===== src/logic/mmu_pkg.sv =====
// MMU shared definitions
// Page widths, TLB geometry and the command and walker state encodings
`default_nettype none

package mmu_pkg;
	// Virtual and physical page numbers
	localparam int VPAGE_BITS = 8;
	localparam int PPAGE_BITS = 8;

	// PTE is the valid bit on top of the physical page
	localparam int PTE_BITS = PPAGE_BITS + 1;

	// Flat table, one entry per virtual page
	localparam int PT_ENTRIES = 1 << VPAGE_BITS;

	// Per-client TLB geometry
	localparam int TLB_ENTRIES = 16;
	localparam int TLB_WAYS = 4;
	localparam int TLB_SETS = TLB_ENTRIES / TLB_WAYS;
	// Set index comes from the low virtual page bits
	localparam int SET_IDX_BITS = $clog2(TLB_SETS);

	// Client command opcodes
	typedef enum logic [1:0] {
		OP_TRANSLATE = 2'd0,
		OP_INVALIDATE = 2'd1,
		OP_FLUSH = 2'd2
	} mmu_op_e;

	// Miss walker states
	typedef enum logic [2:0] {
		S_IDLE = 3'd0,
		S_LOOKUP = 3'd1,
		S_WALK_REQ = 3'd2,
		S_WALK_WAIT = 3'd3,
		S_FILL = 3'd4,
		S_RESPOND = 3'd5
	} walk_state_e;
endpackage

`default_nettype wire


===== src/logic/mmu_top.sv =====
// Address translation unit top
// Ifetch and dmem client paths sharing one arbitrated page table
`timescale 1ns/1ns
`default_nettype none

module mmu_top
	import mmu_pkg::*;
(
	input logic clk,
	input logic reset,
	// Ifetch client
	input logic ifetch_req_valid,
	input mmu_op_e ifetch_req_op,
	input logic [VPAGE_BITS-1:0] ifetch_req_vpage,
	output logic ifetch_req_ready,
	output logic ifetch_resp_valid,
	output logic [PPAGE_BITS-1:0] ifetch_resp_ppage,
	output logic ifetch_resp_fault,
	input logic ifetch_resp_ready,
	// Dmem client
	input logic dmem_req_valid,
	input mmu_op_e dmem_req_op,
	input logic [VPAGE_BITS-1:0] dmem_req_vpage,
	output logic dmem_req_ready,
	output logic dmem_resp_valid,
	output logic [PPAGE_BITS-1:0] dmem_resp_ppage,
	output logic dmem_resp_fault,
	input logic dmem_resp_ready,
	// Host table writes
	input logic pt_write_en,
	input logic [VPAGE_BITS-1:0] pt_write_vpage,
	input logic pt_write_valid,
	input logic [PPAGE_BITS-1:0] pt_write_ppage
);
	// Walker 0 is ifetch, walker 1 is dmem
	logic [1:0] walk_valid;
	logic [1:0] walk_ready;
	logic [1:0] walk_rvalid;
	logic [VPAGE_BITS-1:0] walk_vpage [2];
	logic [PTE_BITS-1:0] walk_pte;
	logic rd_en;
	logic [VPAGE_BITS-1:0] rd_vpage;
	logic [PTE_BITS-1:0] rd_pte;

	tlb_miss_walker u_ifetch_walker (
		.clk(clk),
		.reset(reset),
		.req_valid(ifetch_req_valid),
		.req_op(ifetch_req_op),
		.req_vpage(ifetch_req_vpage),
		.req_ready(ifetch_req_ready),
		.resp_valid(ifetch_resp_valid),
		.resp_ppage(ifetch_resp_ppage),
		.resp_fault(ifetch_resp_fault),
		.resp_ready(ifetch_resp_ready),
		.walk_valid(walk_valid[0]),
		.walk_vpage(walk_vpage[0]),
		.walk_ready(walk_ready[0]),
		.walk_rvalid(walk_rvalid[0]),
		.walk_pte(walk_pte)
	);

	tlb_miss_walker u_dmem_walker (
		.clk(clk),
		.reset(reset),
		.req_valid(dmem_req_valid),
		.req_op(dmem_req_op),
		.req_vpage(dmem_req_vpage),
		.req_ready(dmem_req_ready),
		.resp_valid(dmem_resp_valid),
		.resp_ppage(dmem_resp_ppage),
		.resp_fault(dmem_resp_fault),
		.resp_ready(dmem_resp_ready),
		.walk_valid(walk_valid[1]),
		.walk_vpage(walk_vpage[1]),
		.walk_ready(walk_ready[1]),
		.walk_rvalid(walk_rvalid[1]),
		.walk_pte(walk_pte)
	);

	page_table_arbiter u_arbiter (
		.clk(clk),
		.reset(reset),
		.walk_valid(walk_valid),
		.walk_vpage(walk_vpage),
		.walk_ready(walk_ready),
		.walk_rvalid(walk_rvalid),
		.walk_pte(walk_pte),
		.rd_en(rd_en),
		.rd_vpage(rd_vpage),
		.rd_pte(rd_pte)
	);

	page_table_memory u_page_table (
		.clk(clk),
		.reset(reset),
		.pt_write_en(pt_write_en),
		.pt_write_vpage(pt_write_vpage),
		.pt_write_valid(pt_write_valid),
		.pt_write_ppage(pt_write_ppage),
		.rd_en(rd_en),
		.rd_vpage(rd_vpage),
		.rd_pte(rd_pte)
	);
endmodule

`default_nettype wire


===== src/logic/page_table_arbiter.sv =====
// Round-robin arbiter for the page table read port
// Grants one walker per cycle and steers the read strobe back to it
`timescale 1ns/1ns
`default_nettype none

module page_table_arbiter
	import mmu_pkg::*;
(
	input logic clk,
	input logic reset,
	input logic [1:0] walk_valid,
	input logic [VPAGE_BITS-1:0] walk_vpage [2],
	output logic [1:0] walk_ready,
	output logic [1:0] walk_rvalid,
	output logic [PTE_BITS-1:0] walk_pte,
	output logic rd_en,
	output logic [VPAGE_BITS-1:0] rd_vpage,
	input logic [PTE_BITS-1:0] rd_pte
);
	logic [1:0] grant;
	// Index of the walker granted last
	logic last_grant;
	// Grant of the read in flight
	logic [1:0] grant_q;

	// Priority goes to whoever was not granted last
	assign grant[0] = walk_valid[0] && (!walk_valid[1] || last_grant);
	assign grant[1] = walk_valid[1] && (!walk_valid[0] || !last_grant);
	assign walk_ready = grant;

	assign rd_en = |grant;
	assign rd_vpage = grant[1] ? walk_vpage[1] : walk_vpage[0];

	// Read data is shared and the strobe picks the owner
	assign walk_pte = rd_pte;
	assign walk_rvalid = grant_q;

	always_ff @(posedge clk or posedge reset)
	begin
		if (reset)
		begin
			last_grant <= 1'b1;
			grant_q <= '0;
		end
		else
		begin
			grant_q <= grant;
			if (|grant)
				last_grant <= grant[1];
		end
	end

	// A walker that loses once wins on its next try
	a_no_starve_0: assert property (@(posedge clk) disable iff (reset)
		walk_valid[0] && grant[1] |=> !walk_valid[0] || grant[0]);

	a_no_starve_1: assert property (@(posedge clk) disable iff (reset)
		walk_valid[1] && grant[0] |=> !walk_valid[1] || grant[1]);
endmodule

`default_nettype wire


===== src/logic/page_table_memory.sv =====
// Flat single-level page table
// Host write port plus one read port, unwritten entries read as invalid
`timescale 1ns/1ns
`default_nettype none

module page_table_memory
	import mmu_pkg::*;
(
	input logic clk,
	input logic reset,
	input logic pt_write_en,
	input logic [VPAGE_BITS-1:0] pt_write_vpage,
	input logic pt_write_valid,
	input logic [PPAGE_BITS-1:0] pt_write_ppage,
	input logic rd_en,
	input logic [VPAGE_BITS-1:0] rd_vpage,
	output logic [PTE_BITS-1:0] rd_pte
);
	// Marks entries written since reset
	logic [PT_ENTRIES-1:0] entry_written;
	logic written_q;
	logic [PTE_BITS-1:0] ram_rdata;

	sram_1r1w #(
		.SIZE(PT_ENTRIES),
		.DATA_WIDTH(PTE_BITS)
	) u_pte_ram (
		.clk(clk),
		.read_en(rd_en),
		.read_addr(rd_vpage),
		.read_data(ram_rdata),
		.write_en(pt_write_en),
		.write_addr(pt_write_vpage),
		.write_data({pt_write_valid, pt_write_ppage})
	);

	always_ff @(posedge clk or posedge reset)
	begin
		if (reset)
		begin
			entry_written <= '0;
			written_q <= 1'b0;
		end
		else
		begin
			if (pt_write_en)
				entry_written[pt_write_vpage] <= 1'b1;
			// Same bypass as the RAM for a write to the read page
			if (rd_en)
				written_q <= entry_written[rd_vpage] || (pt_write_en && pt_write_vpage == rd_vpage);
		end
	end

	// RAM content is unknown until written, so gate its valid bit
	assign rd_pte = {written_q & ram_rdata[PPAGE_BITS], ram_rdata[PPAGE_BITS-1:0]};
endmodule

`default_nettype wire


===== src/logic/sram_1r1w.sv =====
// Synchronous RAM, one read port and one write port
// Registered read, same-address read during write returns the new data
`timescale 1ns/1ns
`default_nettype none

module sram_1r1w #(
	parameter int SIZE = 16,
	parameter int DATA_WIDTH = 8
) (
	input logic clk,
	input logic read_en,
	input logic [$clog2(SIZE)-1:0] read_addr,
	output logic [DATA_WIDTH-1:0] read_data,
	input logic write_en,
	input logic [$clog2(SIZE)-1:0] write_addr,
	input logic [DATA_WIDTH-1:0] write_data
);
	logic [DATA_WIDTH-1:0] mem [SIZE];

	always_ff @(posedge clk)
	begin
		if (write_en)
			mem[write_addr] <= write_data;

		if (read_en)
		begin
			// Forward write data on collision
			if (write_en && write_addr == read_addr)
				read_data <= write_data;
			else
				read_data <= mem[read_addr];
		end
	end
endmodule

`default_nettype wire


===== src/logic/tlb.sv =====
// Four-way set-associative TLB
// Stage 1 reads the set, stage 2 compares tags and writes fills or invalidates
`timescale 1ns/1ns
`default_nettype none

module tlb
	import mmu_pkg::*;
(
	input logic clk,
	input logic reset,
	input logic lookup_en,
	input logic update_en,
	input logic invalidate_en,
	input logic invalidate_all_en,
	input logic [VPAGE_BITS-1:0] request_vpage_idx,
	input logic [PPAGE_BITS-1:0] update_ppage_idx,
	output logic [PPAGE_BITS-1:0] lookup_ppage_idx,
	output logic lookup_hit
);
	logic tlb_read_en;
	logic [SET_IDX_BITS-1:0] request_set;
	logic [SET_IDX_BITS-1:0] update_set;
	logic [VPAGE_BITS-1:0] vpage_q;
	logic [PPAGE_BITS-1:0] ppage_q;
	logic update_q;
	logic invalidate_q;
	logic [TLB_WAYS-1:0] way_hit;
	logic [TLB_WAYS-1:0] way_write;
	logic [TLB_WAYS-1:0] victim_way;
	logic [PPAGE_BITS-1:0] way_ppage [TLB_WAYS];

	// Stage 1 set selection
	assign request_set = request_vpage_idx[SET_IDX_BITS-1:0];
	// Stage 2 writes back into the set read last cycle
	assign update_set = vpage_q[SET_IDX_BITS-1:0];
	// Fills and invalidates also need the set, to find a matching way
	assign tlb_read_en = lookup_en | update_en | invalidate_en;

	for (genvar w = 0; w < TLB_WAYS; w++)
	begin : g_way
		logic [VPAGE_BITS+PPAGE_BITS-1:0] way_rdata;
		logic [VPAGE_BITS-1:0] way_tag;
		logic way_valid;
		logic [TLB_SETS-1:0] set_valid;

		// Tag and physical page for this way, one word per set
		sram_1r1w #(
			.SIZE(TLB_SETS),
			.DATA_WIDTH(VPAGE_BITS + PPAGE_BITS)
		) u_way_ram (
			.clk(clk),
			.read_en(tlb_read_en),
			.read_addr(request_set),
			.read_data(way_rdata),
			.write_en(way_write[w]),
			.write_addr(update_set),
			.write_data({vpage_q, ppage_q})
		);

		assign way_tag = way_rdata[VPAGE_BITS+PPAGE_BITS-1:PPAGE_BITS];
		assign way_ppage[w] = way_rdata[PPAGE_BITS-1:0];

		// Valid bits in flops so a flush clears every set at once
		always_ff @(posedge clk or posedge reset)
		begin
			if (reset)
			begin
				set_valid <= '0;
				way_valid <= 1'b0;
			end
			else if (invalidate_all_en)
			begin
				set_valid <= '0;
				way_valid <= 1'b0;
			end
			else
			begin
				// Fill sets the bit, invalidate clears it
				if (way_write[w])
					set_valid[update_set] <= update_q;

				if (tlb_read_en)
				begin
					// Same-set write lands this cycle, take its bit
					if (way_write[w] && update_set == request_set)
						way_valid <= update_q;
					else
						way_valid <= set_valid[request_set];
				end
			end
		end

		assign way_hit[w] = way_valid && way_tag == vpage_q;
	end

	// Stage 1 to stage 2 command state
	always_ff @(posedge clk or posedge reset)
	begin
		if (reset)
		begin
			update_q <= 1'b0;
			invalidate_q <= 1'b0;
		end
		else
		begin
			update_q <= update_en;
			invalidate_q <= invalidate_en;
		end
	end

	// Request payload
	always_ff @(posedge clk)
	begin
		if (tlb_read_en)
			vpage_q <= request_vpage_idx;
		if (update_en)
			ppage_q <= update_ppage_idx;
	end

	assign lookup_hit = |way_hit;

	// OR mux, hit vector is one-hot so no priority needed
	always_comb
	begin
		lookup_ppage_idx = '0;
		for (int i = 0; i < TLB_WAYS; i++)
		begin
			if (way_hit[i])
				lookup_ppage_idx |= way_ppage[i];
		end
	end

	// Rewrite a matching way, else the victim
	always_comb
	begin
		way_write = '0;
		if (update_q || invalidate_q)
			way_write = lookup_hit ? way_hit : victim_way;
	end

	// Victim pointer rotates when a fill takes it
	always_ff @(posedge clk or posedge reset)
	begin
		if (reset)
			victim_way <= TLB_WAYS'(1);
		else if (update_q && !lookup_hit)
			victim_way <= {victim_way[TLB_WAYS-2:0], victim_way[TLB_WAYS-1]};
	end

	// Walker issues at most one command per cycle
	a_cmd_onehot: assert property (@(posedge clk) disable iff (reset)
		$onehot0({lookup_en, update_en, invalidate_en, invalidate_all_en}));

	// Fills never leave the same page in two ways of a set
	a_hit_onehot: assert property (@(posedge clk) disable iff (reset)
		$onehot0(way_hit));
endmodule

`default_nettype wire


===== src/logic/tlb_miss_walker.sv =====
// Per-client TLB controller
// Accepts commands, looks up its TLB, on a miss walks the page table and fills
`timescale 1ns/1ns
`default_nettype none

module tlb_miss_walker
	import mmu_pkg::*;
(
	input logic clk,
	input logic reset,
	input logic req_valid,
	input mmu_op_e req_op,
	input logic [VPAGE_BITS-1:0] req_vpage,
	output logic req_ready,
	output logic resp_valid,
	output logic [PPAGE_BITS-1:0] resp_ppage,
	output logic resp_fault,
	input logic resp_ready,
	output logic walk_valid,
	output logic [VPAGE_BITS-1:0] walk_vpage,
	input logic walk_ready,
	input logic walk_rvalid,
	input logic [PTE_BITS-1:0] walk_pte
);
	walk_state_e state;
	mmu_op_e op_q;
	logic [VPAGE_BITS-1:0] vpage_q;
	logic accept;
	logic lookup_en;
	logic update_en;
	logic invalidate_en;
	logic invalidate_all_en;
	logic [VPAGE_BITS-1:0] tlb_vpage;
	logic lookup_hit;
	logic [PPAGE_BITS-1:0] lookup_ppage;
	logic pte_valid;
	logic translate_hit;

	assign req_ready = state == S_IDLE;
	assign accept = req_valid && req_ready;

	// TLB command issued in the acceptance cycle
	assign lookup_en = accept && req_op == OP_TRANSLATE;
	assign invalidate_en = accept && req_op == OP_INVALIDATE;
	assign invalidate_all_en = accept && req_op == OP_FLUSH;
	assign update_en = state == S_FILL;
	// Live page while idle, held page afterwards
	assign tlb_vpage = (state == S_IDLE) ? req_vpage : vpage_q;

	assign walk_valid = state == S_WALK_REQ;
	assign walk_vpage = vpage_q;
	assign pte_valid = walk_pte[PPAGE_BITS];
	// Hit only counts for a translate
	assign translate_hit = state == S_LOOKUP && op_q == OP_TRANSLATE && lookup_hit;

	tlb u_tlb (
		.clk(clk),
		.reset(reset),
		.lookup_en(lookup_en),
		.update_en(update_en),
		.invalidate_en(invalidate_en),
		.invalidate_all_en(invalidate_all_en),
		.request_vpage_idx(tlb_vpage),
		.update_ppage_idx(resp_ppage),
		.lookup_ppage_idx(lookup_ppage),
		.lookup_hit(lookup_hit)
	);

	always_ff @(posedge clk or posedge reset)
	begin
		if (reset)
		begin
			state <= S_IDLE;
			resp_valid <= 1'b0;
		end
		else
		begin
			case (state)
				S_IDLE:
					if (accept)
						state <= S_LOOKUP;
				S_LOOKUP:
					// Invalidate and flush finish here with no response
					if (op_q != OP_TRANSLATE)
						state <= S_IDLE;
					else if (lookup_hit)
					begin
						resp_valid <= 1'b1;
						state <= S_RESPOND;
					end
					else
						state <= S_WALK_REQ;
				S_WALK_REQ:
					if (walk_ready)
						state <= S_WALK_WAIT;
				S_WALK_WAIT:
					if (walk_rvalid)
					begin
						if (pte_valid)
							state <= S_FILL;
						else
						begin
							// Faults are answered, never cached
							resp_valid <= 1'b1;
							state <= S_RESPOND;
						end
					end
				S_FILL:
				begin
					resp_valid <= 1'b1;
					state <= S_RESPOND;
				end
				S_RESPOND:
					if (resp_ready)
					begin
						resp_valid <= 1'b0;
						state <= S_IDLE;
					end
				default:
					state <= S_IDLE;
			endcase
		end
	end

	// Command and response payload
	always_ff @(posedge clk)
	begin
		if (accept)
		begin
			op_q <= req_op;
			vpage_q <= req_vpage;
		end

		if (translate_hit)
		begin
			resp_ppage <= lookup_ppage;
			resp_fault <= 1'b0;
		end
		else if (state == S_WALK_WAIT && walk_rvalid)
		begin
			// Also the fill data for S_FILL
			resp_ppage <= walk_pte[PPAGE_BITS-1:0];
			resp_fault <= !pte_valid;
		end
	end

	// Arbiter returns data only to the walker it granted
	a_rvalid_in_wait: assert property (@(posedge clk) disable iff (reset)
		walk_rvalid |-> state == S_WALK_WAIT);

	// Response held until the client takes it
	a_resp_stable: assert property (@(posedge clk) disable iff (reset)
		resp_valid && !resp_ready |=> resp_valid && $stable(resp_ppage) && $stable(resp_fault));
endmodule

`default_nettype wire


===== config.mk =====
export PLATFORM = sky130hd
export DESIGN_NAME = mmu_top
export DESIGN_NICKNAME = d
export VERILOG_FILES = /design/src/logic/mmu_pkg.sv /design/src/logic/mmu_top.sv /design/src/logic/page_table_arbiter.sv /design/src/logic/page_table_memory.sv /design/src/logic/sram_1r1w.sv /design/src/logic/tlb.sv /design/src/logic/tlb_miss_walker.sv
export SDC_FILE = /design/constraint.sdc
export NUM_CORES = 2
export LEC_CHECK = 0
export BUFFER_PORTS_ARGS = -buffer_cell sky130_fd_sc_hd__buf_2
export CORE_MARGIN = 5
export CORE_UTILIZATION = 30
export DETAILED_ROUTE_END_ITERATION = 7
export SLEW_MARGIN = 20
export SYNTH_ARGS = -nofsm -noshare
export SYNTH_HDL_FRONTEND = slang
export SYNTH_SLANG_ARGS = --single-unit

===== constraint.sdc =====
create_clock -name clk -period 10.6 [get_ports clk]
set_input_delay 0.53 -clock clk [delete_from_list [all_inputs] [get_ports clk]]
set_output_delay 0.53 -clock clk [all_outputs]
set_load 0.05 [all_outputs]

After elaboration in Yosys (flattened, before gate mapping)

Memories as Yosys holds them, arrays and structs flattened. A register that Yosys moved wholly into a read port is not among the register bits.
Cells that the tools add are included.

Magnitude comparators: 9
Equal/unequal tests: 39
Muxes and demuxes: 135
Bitwise gates (word level): 12
Reduce and logical (&&, ||, !) cells: 78

Operators by type and width:

| kind                                                                                | count |
|---|---|
| 256-bit bitwise OR                                                                  | 1 |
| 8-bit two-way mux                                                                   | 15 |
| 4-bit two-way mux                                                                   | 20 |
| 8-bit equality test                                                                 | 9 |
| 1-bit two-way mux                                                                   | 64 |
| 8-bit bitwise OR                                                                    | 6 |
| 1-bit logical AND                                                                   | 38 |
| 3-bit two-way mux                                                                   | 12 |
| 3-bit one-hot mux with 6 select lines                                               | 2 |
| 4-bit bitwise mux                                                                   | 8 |
| 2-bit nonzero test                                                                  | 14 |
| 2-bit != test, second input constant                                                | 10 |
| 8-bit by 9-bit < comparator with 1-bit output, second input constant                | 2 |
| 1-bit binary-select mux with 2-bit select                                           | 8 |
| 3-bit by 2-bit equality test with 1-bit output, second input constant               | 4 |
| 3-bit equality test, second input constant                                          | 4 |
| 2-bit by 3-bit < comparator with 1-bit output, second input constant                | 4 |
| 6-bit AND reduction                                                                 | 2 |
| 1-bit binary-select mux with 8-bit select                                           | 1 |
| 1-bit demux with 8-bit select                                                       | 1 |
| 8-bit by 1-bit greater-or-equal comparator with 1-bit output, second input constant | 1 |
| 2-bit zero test                                                                     | 4 |
| 2-bit by 1-bit != test with 1-bit output, second input constant                     | 4 |
| 1-bit one-hot mux with 4 select lines                                               | 2 |
| other kinds (15)                                                                    | 37 |

Register bits: 390
Bits in writable memories: 2816
Input bits: 44
Output and inout port bits: 22
Word-level logic and storage cells: 324
Memories kept: 9

Memory list:

| memory                                       | words | bits a word | read ports | clocked after Yosys merged registers in | wr ports | line            | RTL |
|---|---|---|---|---|---|---|---|
| u_page_table.u_pte_ram.mem                   | 256   | 9           | 1          | 1                                       | 1        | sram_1r1w.sv:18 | `logic [DATA_WIDTH-1:0] mem [SIZE];` |
| u_dmem_walker.u_tlb.g_way[0].u_way_ram.mem   | 4     | 16          | 1          | 1                                       | 1        | sram_1r1w.sv:18 |  |
| u_dmem_walker.u_tlb.g_way[1].u_way_ram.mem   | 4     | 16          | 1          | 1                                       | 1        | sram_1r1w.sv:18 |  |
| u_dmem_walker.u_tlb.g_way[2].u_way_ram.mem   | 4     | 16          | 1          | 1                                       | 1        | sram_1r1w.sv:18 |  |
| u_dmem_walker.u_tlb.g_way[3].u_way_ram.mem   | 4     | 16          | 1          | 1                                       | 1        | sram_1r1w.sv:18 |  |
| u_ifetch_walker.u_tlb.g_way[0].u_way_ram.mem | 4     | 16          | 1          | 1                                       | 1        | sram_1r1w.sv:18 |  |
| 3 more memories                              | -     | -           | -          | -                                       | -        | -               |  |

Depth between registers and ports, before layout

Depth in word-level cells: 10
Mapped depth: 17

Hierarchy

A second synthesis with hierarchy kept.

Cells, all modules: 6902
Area total of the unflattened synthesis: 133777.1 sq um

Modules (own cells, without submodules):

| module                                                  | instances | cells an instance | area an instance (sq um) |
|---|---|---|---|
| sram_1r1w at u_page_table.u_pte_ram                     | 1         | 4346              | 89817.4 |
| sram_1r1w at u_dmem_walker.u_tlb.g_way[0].u_way_ram ... | 8         | 125               | 3113.0 |
| page_table_memory                                       | 1         | 883               | 11325.9 |
| tlb at u_dmem_walker.u_tlb                              | 1         | 245               | 2623.8 |
| tlb at u_ifetch_walker.u_tlb                            | 1         | 245               | 2617.5 |
| tlb_miss_walker                                         | 2         | 78                | 1101.1 |
| page_table_arbiter                                      | 1         | 27                | 286.5 |

Worst setup path before layout

OpenSTA, ideal clock, no wires.

Kind: register -> register
Start: register u_ifetch_walker.state[0]
End: register u_ifetch_walker.u_tlb.g_way[0].u_way_ram.read_data[0], read port of u_ifetch_walker.u_tlb.g_way[0].u_way_ram.mem (enable)
Library setup time: 0.541 ns
Arrival: 5.480 ns
Data required time: 10.059 ns
Setup slack: 4.579 ns
Stages on the path, launching flop included: 5
Path buffers: 1
Period minus slack after synthesis: 6.021 ns
Path through: dfrtp_1 > nor3_1 > clkbuf_1 > nand2_1 > o22ai_1

Word-level cells in the longest chain between the ends: 5
Elaborated cells on any way between the ends: 8

Ends and longest elaborated chain:

| item                                                       | line                  | RTL |
|---|---|---|
| start: declaration                                         | tlb_miss_walker.sv:25 | `walk_state_e state;` |
| start signal: assignment                                   | tlb_miss_walker.sv:73 | `state <= S_IDLE;` |
| start signal: assignment                                   | tlb_miss_walker.sv:81 | `state <= S_LOOKUP;` |
| start signal: assignment                                   | tlb_miss_walker.sv:85 | `state <= S_IDLE;` |
| 3-bit zero test *                                          | tlb_miss_walker.sv:39 | `assign req_ready = state == S_IDLE;` |
| named net ifetch_req_ready                                 | mmu_top.sv:15         | `output logic ifetch_req_ready,` |
| 1-bit logical AND *                                        | tlb_miss_walker.sv:40 | `assign accept = req_valid && req_ready;` |
| 1-bit logical AND                                          | tlb_miss_walker.sv:43 | `assign lookup_en = accept && req_op == OP_TRANSLATE;` |
| 1-bit bitwise OR                                           | tlb.sv:37             | `assign tlb_read_en = lookup_en \| update_en \| invalidate_en;` |
| 1-bit bitwise OR *                                         | tlb.sv:37             |  |
| named net u_ifetch_walker.u_tlb.g_way[0].u_way_ram.read_en | sram_1r1w.sv:11       | `input logic read_en,` |
| end: declaration                                           | sram_1r1w.sv:13       | `output logic [DATA_WIDTH-1:0] read_data,` |

The timed path passes the listed nets; every way through them passes the cells marked *.
A chain may end at the register's enable or synchronous reset.

Final worst setup path

Start: register u_ifetch_walker.state[0]
End: register u_page_table.u_pte_ram.read_data[7], read port of u_page_table.u_pte_ram.mem, data pin

Word-level cells in the longest chain between the ends: 5
Elaborated cells on any way between the ends: 7

Ends and longest elaborated chain:

| item                                                    | line                                               | RTL |
|---|---|---|
| 3-bit by 2-bit equality test with 1-bit output *        | tlb_miss_walker.sv:50                              | `assign walk_valid = state == S_WALK_REQ;` |
| 1-bit zero test                                         | page_table_arbiter.sv:28                           | `assign grant[1] = walk_valid[1] && (!walk_valid[0] \|\| !last_grant);` |
| 1-bit logical OR                                        | page_table_arbiter.sv:28                           |  |
| 1-bit logical AND                                       | page_table_arbiter.sv:28                           |  |
| 8-bit two-way mux or 2-bit OR reduction (tied branches) | page_table_arbiter.sv:32, page_table_arbiter.sv:31 |  |
| end: declaration                                        | sram_1r1w.sv:13                                    |  |

Every way passes the cells marked *; elsewhere a longest branch is shown, timed or not.

==> flow_metrics.tcl <==
set metrics [dict create \
    outcome "finished clean" \
    drt_iter0_markers 12245 \
    synth_edf_count 3021 \
    port_buffers 65 \
    grt_max_degree 168 \
    synthMuxAreaShare_pct 3.875 \
    crit_slowest_cell "nor4_1" \
    max-vdd-ir-drop_mv 0.3132 \
    cts_setup_buffers 0 \
    critPathKind "reg -> reg" \
    cts_tree "yes" \
    totalWireLength_mm 412.4 \
    p_seq_share_pct 39.4 \
    yosys_most_used_dff "edfxtp_1" \
    rows 246 \
    design_area_mm2 0.1541 \
    switching_share_pct 35.14 \
    hold_buffers 22 \
    synthDistinctLibCells 96 \
    path_clk_slew_ns 0.06 \
    switchingPower_mw 13.72 \
    hp-start "pt_write_ppage[5]" \
    synth_top_family_by_area "simple AND/OR/NAND/NOR gates" \
    period_minus_slack_ns 6.553 \
    grt_overflow 0 \
    cts_resized 0 \
    cp_num_buf_inv 1 \
    setup_viol 0 \
    fin_setup_tns_ns 0 \
    postSynthAreaPerCell_um2 13.89 \
    grtUsageTotal_pct 17.12 \
    place.gp.congestion 0.8696 \
    fmax_mhz 152.6 \
    skew_ns 0.05754 \
    cts-buffers-inserted 342 \
    clockBufferDepth 4 \
    clock-sinks 3343 \
    cpPeakStageDelay_ns 1.07 \
    die_w_um 680.7 \
    synthSimpleGateAreaFrac_pct 12.35 \
    initial_core_util_pct 30.09 \
    avgViaCountPerCell 5.344 \
    hp-class "in -> reg" \
    final_common_cell "edfxtp_1" \
    r2r_start "u_ifetch_walker.state[0]" \
    cp-start-kind "register" \
    worstPathArrival_ns 7.21 \
    end_kind "register" \
    fin_nets 9809 \
    clock_latency_ns 0.91 \
    synthArstFlopShare_pct 9.572 \
    layout.cells.non_filler 16010 \
    synthCells 9716 \
    root_buffer "clkbuf_16" \
    pwr-share-comb_pct 29.4 \
    finalMaxSlewViolations 0 \
    syn2layout_area_growth_pct 14.21 \
    power_leakage_nw 52.07 \
    fillers 42807 \
    crit_fanout 29 \
    final_cell_mix "edfxtp_1, nand2_1, nand3_1" \
    drc_errors 0 \
    place_hpwl_mm 244.6 \
    relSlewSlack_pct 12.78 \
    rsz0062_at_grt "no" \
    internal-power_mw 25.33 \
    path_cells "and4bb_1 > o31a_1 > a211o_2 > buf_4 > nor2_1 > a211oi_1 > o221ai_1 > nor4_1 > o211a_1 > and4bb_1" \
    powerDensity_mw_per_mm2 253.3 \
    synth_seq_area_share_pct 73.18 \
    drive_above_1_share_pct 14.17 \
    clkPwrFrac_pct 31.2 \
    startpoint "u_ifetch_walker.state[0]" \
    h-tree-depth 5 \
    core_mm2 0.4485 \
    dieHeight_um 680.7 \
    tightest_slew_ns 1.296 \
    crit_top_cell "and4bb_1" \
    ys_warn_count 0 \
    dp.cells 15351 \
    dieArea_mm2 0.4634 \
    dpl_cell_area_mm2 0.1426 \
    wl_per_cell_um 25.76 \
    drv_cap 0 \
    ant_nets 0 \
    synth_compound_area_share_pct 7.745 \
    yosys.area_share.xor_xnor_pct 0.5062 \
    antenna_found_initial 34 \
    grt_pass1_vias 79750 \
    syn_nets 9760 \
    ys_seq_elements 3343 \
    via_count 85555 \
    required_ns 11.26 \
    hold_viol 0 \
    syn_area_mm2 0.1350 \
    grt_pass1_wl_mm 590.9 \
    ios 66 \
    synthAdderAreaFrac_pct 0 \
    crit_family "simple AND/OR/NAND/NOR gates" \
    reg2reg_slack_ns 4.05 \
    first_pass_iters 6 \
    post-route-period-util_pct 61.82 \
]
## area by class of cell
type / instances / area [um2] / area share, %
timing repair buffer: 354 / 2853 / 1.851
clock buffer: 470 / 9508 / 6.168
antenna: 18 / 45.04 / 0.02922
tap: 5952 / 7447 / 4.831
sequential: 3343 / 98770 / 64.08
inverter: 26 / 110.1 / 0.07143
multi-input combinational: 5698 / 33720 / 21.88
clock inverter: 149 / 1685 / 1.093
## metal layers
metal / track usage [%] / vias up / wire, um
li1: - / 36696 / -
met1: 24.67 / 43420 / 172600
met2: 25.27 / 4633 / 178900
met3: 4.111 / 778 / 45420
met4: 5.729 / 28 / 15290
met5: 0 / - / 176
## path summary, 6_finish.rpt
path                                                       end  cells past startpoint
max reg2reg                u_page_table.u_pte_ram.read_data[7]                     10
max in group asynchronous       u_page_table.entry_written[35]                      5
max                        u_page_table.u_pte_ram.read_data[7]                     10
min                         u_page_table.u_pte_ram.mem[163][5]                      1
min in group asynchronous           u_ifetch_walker.resp_valid                      3
min reg2reg                     u_page_table.entry_written[26]                      1
## cell usage after synthesis, drive strengths merged, types with 76 or more instances
cell / number / area, um2
a211oi: 258 / 1942
a21oi: 162 / 810.8
a31oi: 203 / 1285
and3: 260 / 1627
buf: 299 / 1748
clkbuf: 350 / 1314
dfrtp: 317 / 7933
edfxtp: 3021 / 90720
mux2i: 197 / 1972
mux4: 122 / 2763
nand2: 2026 / 7610
nand3: 516 / 2587
nand4: 80 / 500.5
nor2: 390 / 1485
o21ai: 413 / 2067
or2: 263 / 1645
xnor2: 76 / 665.6
## power by group through the flow
stage                     Combinational [mW]  Clock, mW  Sequential [mW]
after global routing                    12.1       12.9             15.4
after floorplan                         7.02          0             15.5
after global placement                  11.2          0             15.6
after CTS                               11.3       12.3             15.4
final                                   11.5       12.2             15.4
after detailed placement                11.2          0             15.6
## registers in the layout (all words and copies together) (netlist names), 8 cells and up
name	count
u_dmem_walker.u_tlb.g_way.set_valid	16
u_ifetch_walker.u_tlb.ppage_q	8
u_dmem_walker.u_tlb.ppage_q	8
u_dmem_walker.u_tlb.g_way.u_way_ram.read_data	64
u_ifetch_walker.u_tlb.g_way.u_way_ram.read_data	64
u_ifetch_walker.u_tlb.g_way.u_way_ram.mem	256
u_page_table.u_pte_ram.mem	2304
u_page_table.u_pte_ram.read_data	9
u_page_table.entry_written	256
u_ifetch_walker.u_tlb.g_way.set_valid	16
u_dmem_walker.resp_ppage	8
u_dmem_walker.u_tlb.g_way.u_way_ram.mem	256
u_dmem_walker.walk_vpage	8
u_ifetch_walker.resp_ppage	8
u_ifetch_walker.u_tlb.vpage_q	8
u_dmem_walker.u_tlb.vpage_q	8
u_ifetch_walker.walk_vpage	8
## worst register-to-register path: cells and delay by family (launching register included)
| kind | cells | cell delay [ns] |
|---|---|---|
| AND/OR/NAND/NOR | 4 | 2.64 |
| AO/OA/AOI/OAI | 5 | 2.50 |
| buffers and inverters | 1 | 0.60 |
| flip-flops | 1 | 0.57 |
## kinds of logic after synthesis
logic type	after synthesis
AOI/OAI and AO/OA	1539
xor gates and xnor gates	78
buffers and inverters	675
DFF	3343
muxes	363
and+or+nand+nor	3718
## stage by stage
step | setup WS, ns | power [mW] | utilization [%] | hold WS (ns)
finish | 4.047 | 39.05 | 34.37 | 0.09424
global route | 3.991 | 40.36 | 34.36 | 0.1034
CTS | 4.362 | 38.96 | 34.33 | 0.06216
detailed placement | 4.347 | 26.89 | 31.79 | 0.4441
global placement | 4.033 | 26.82 | 31.77 | 0.4406
floorplan | 1.219 | 22.49 | - | 0.4302
No activity file was read; power rests on OpenSTA's default activity.
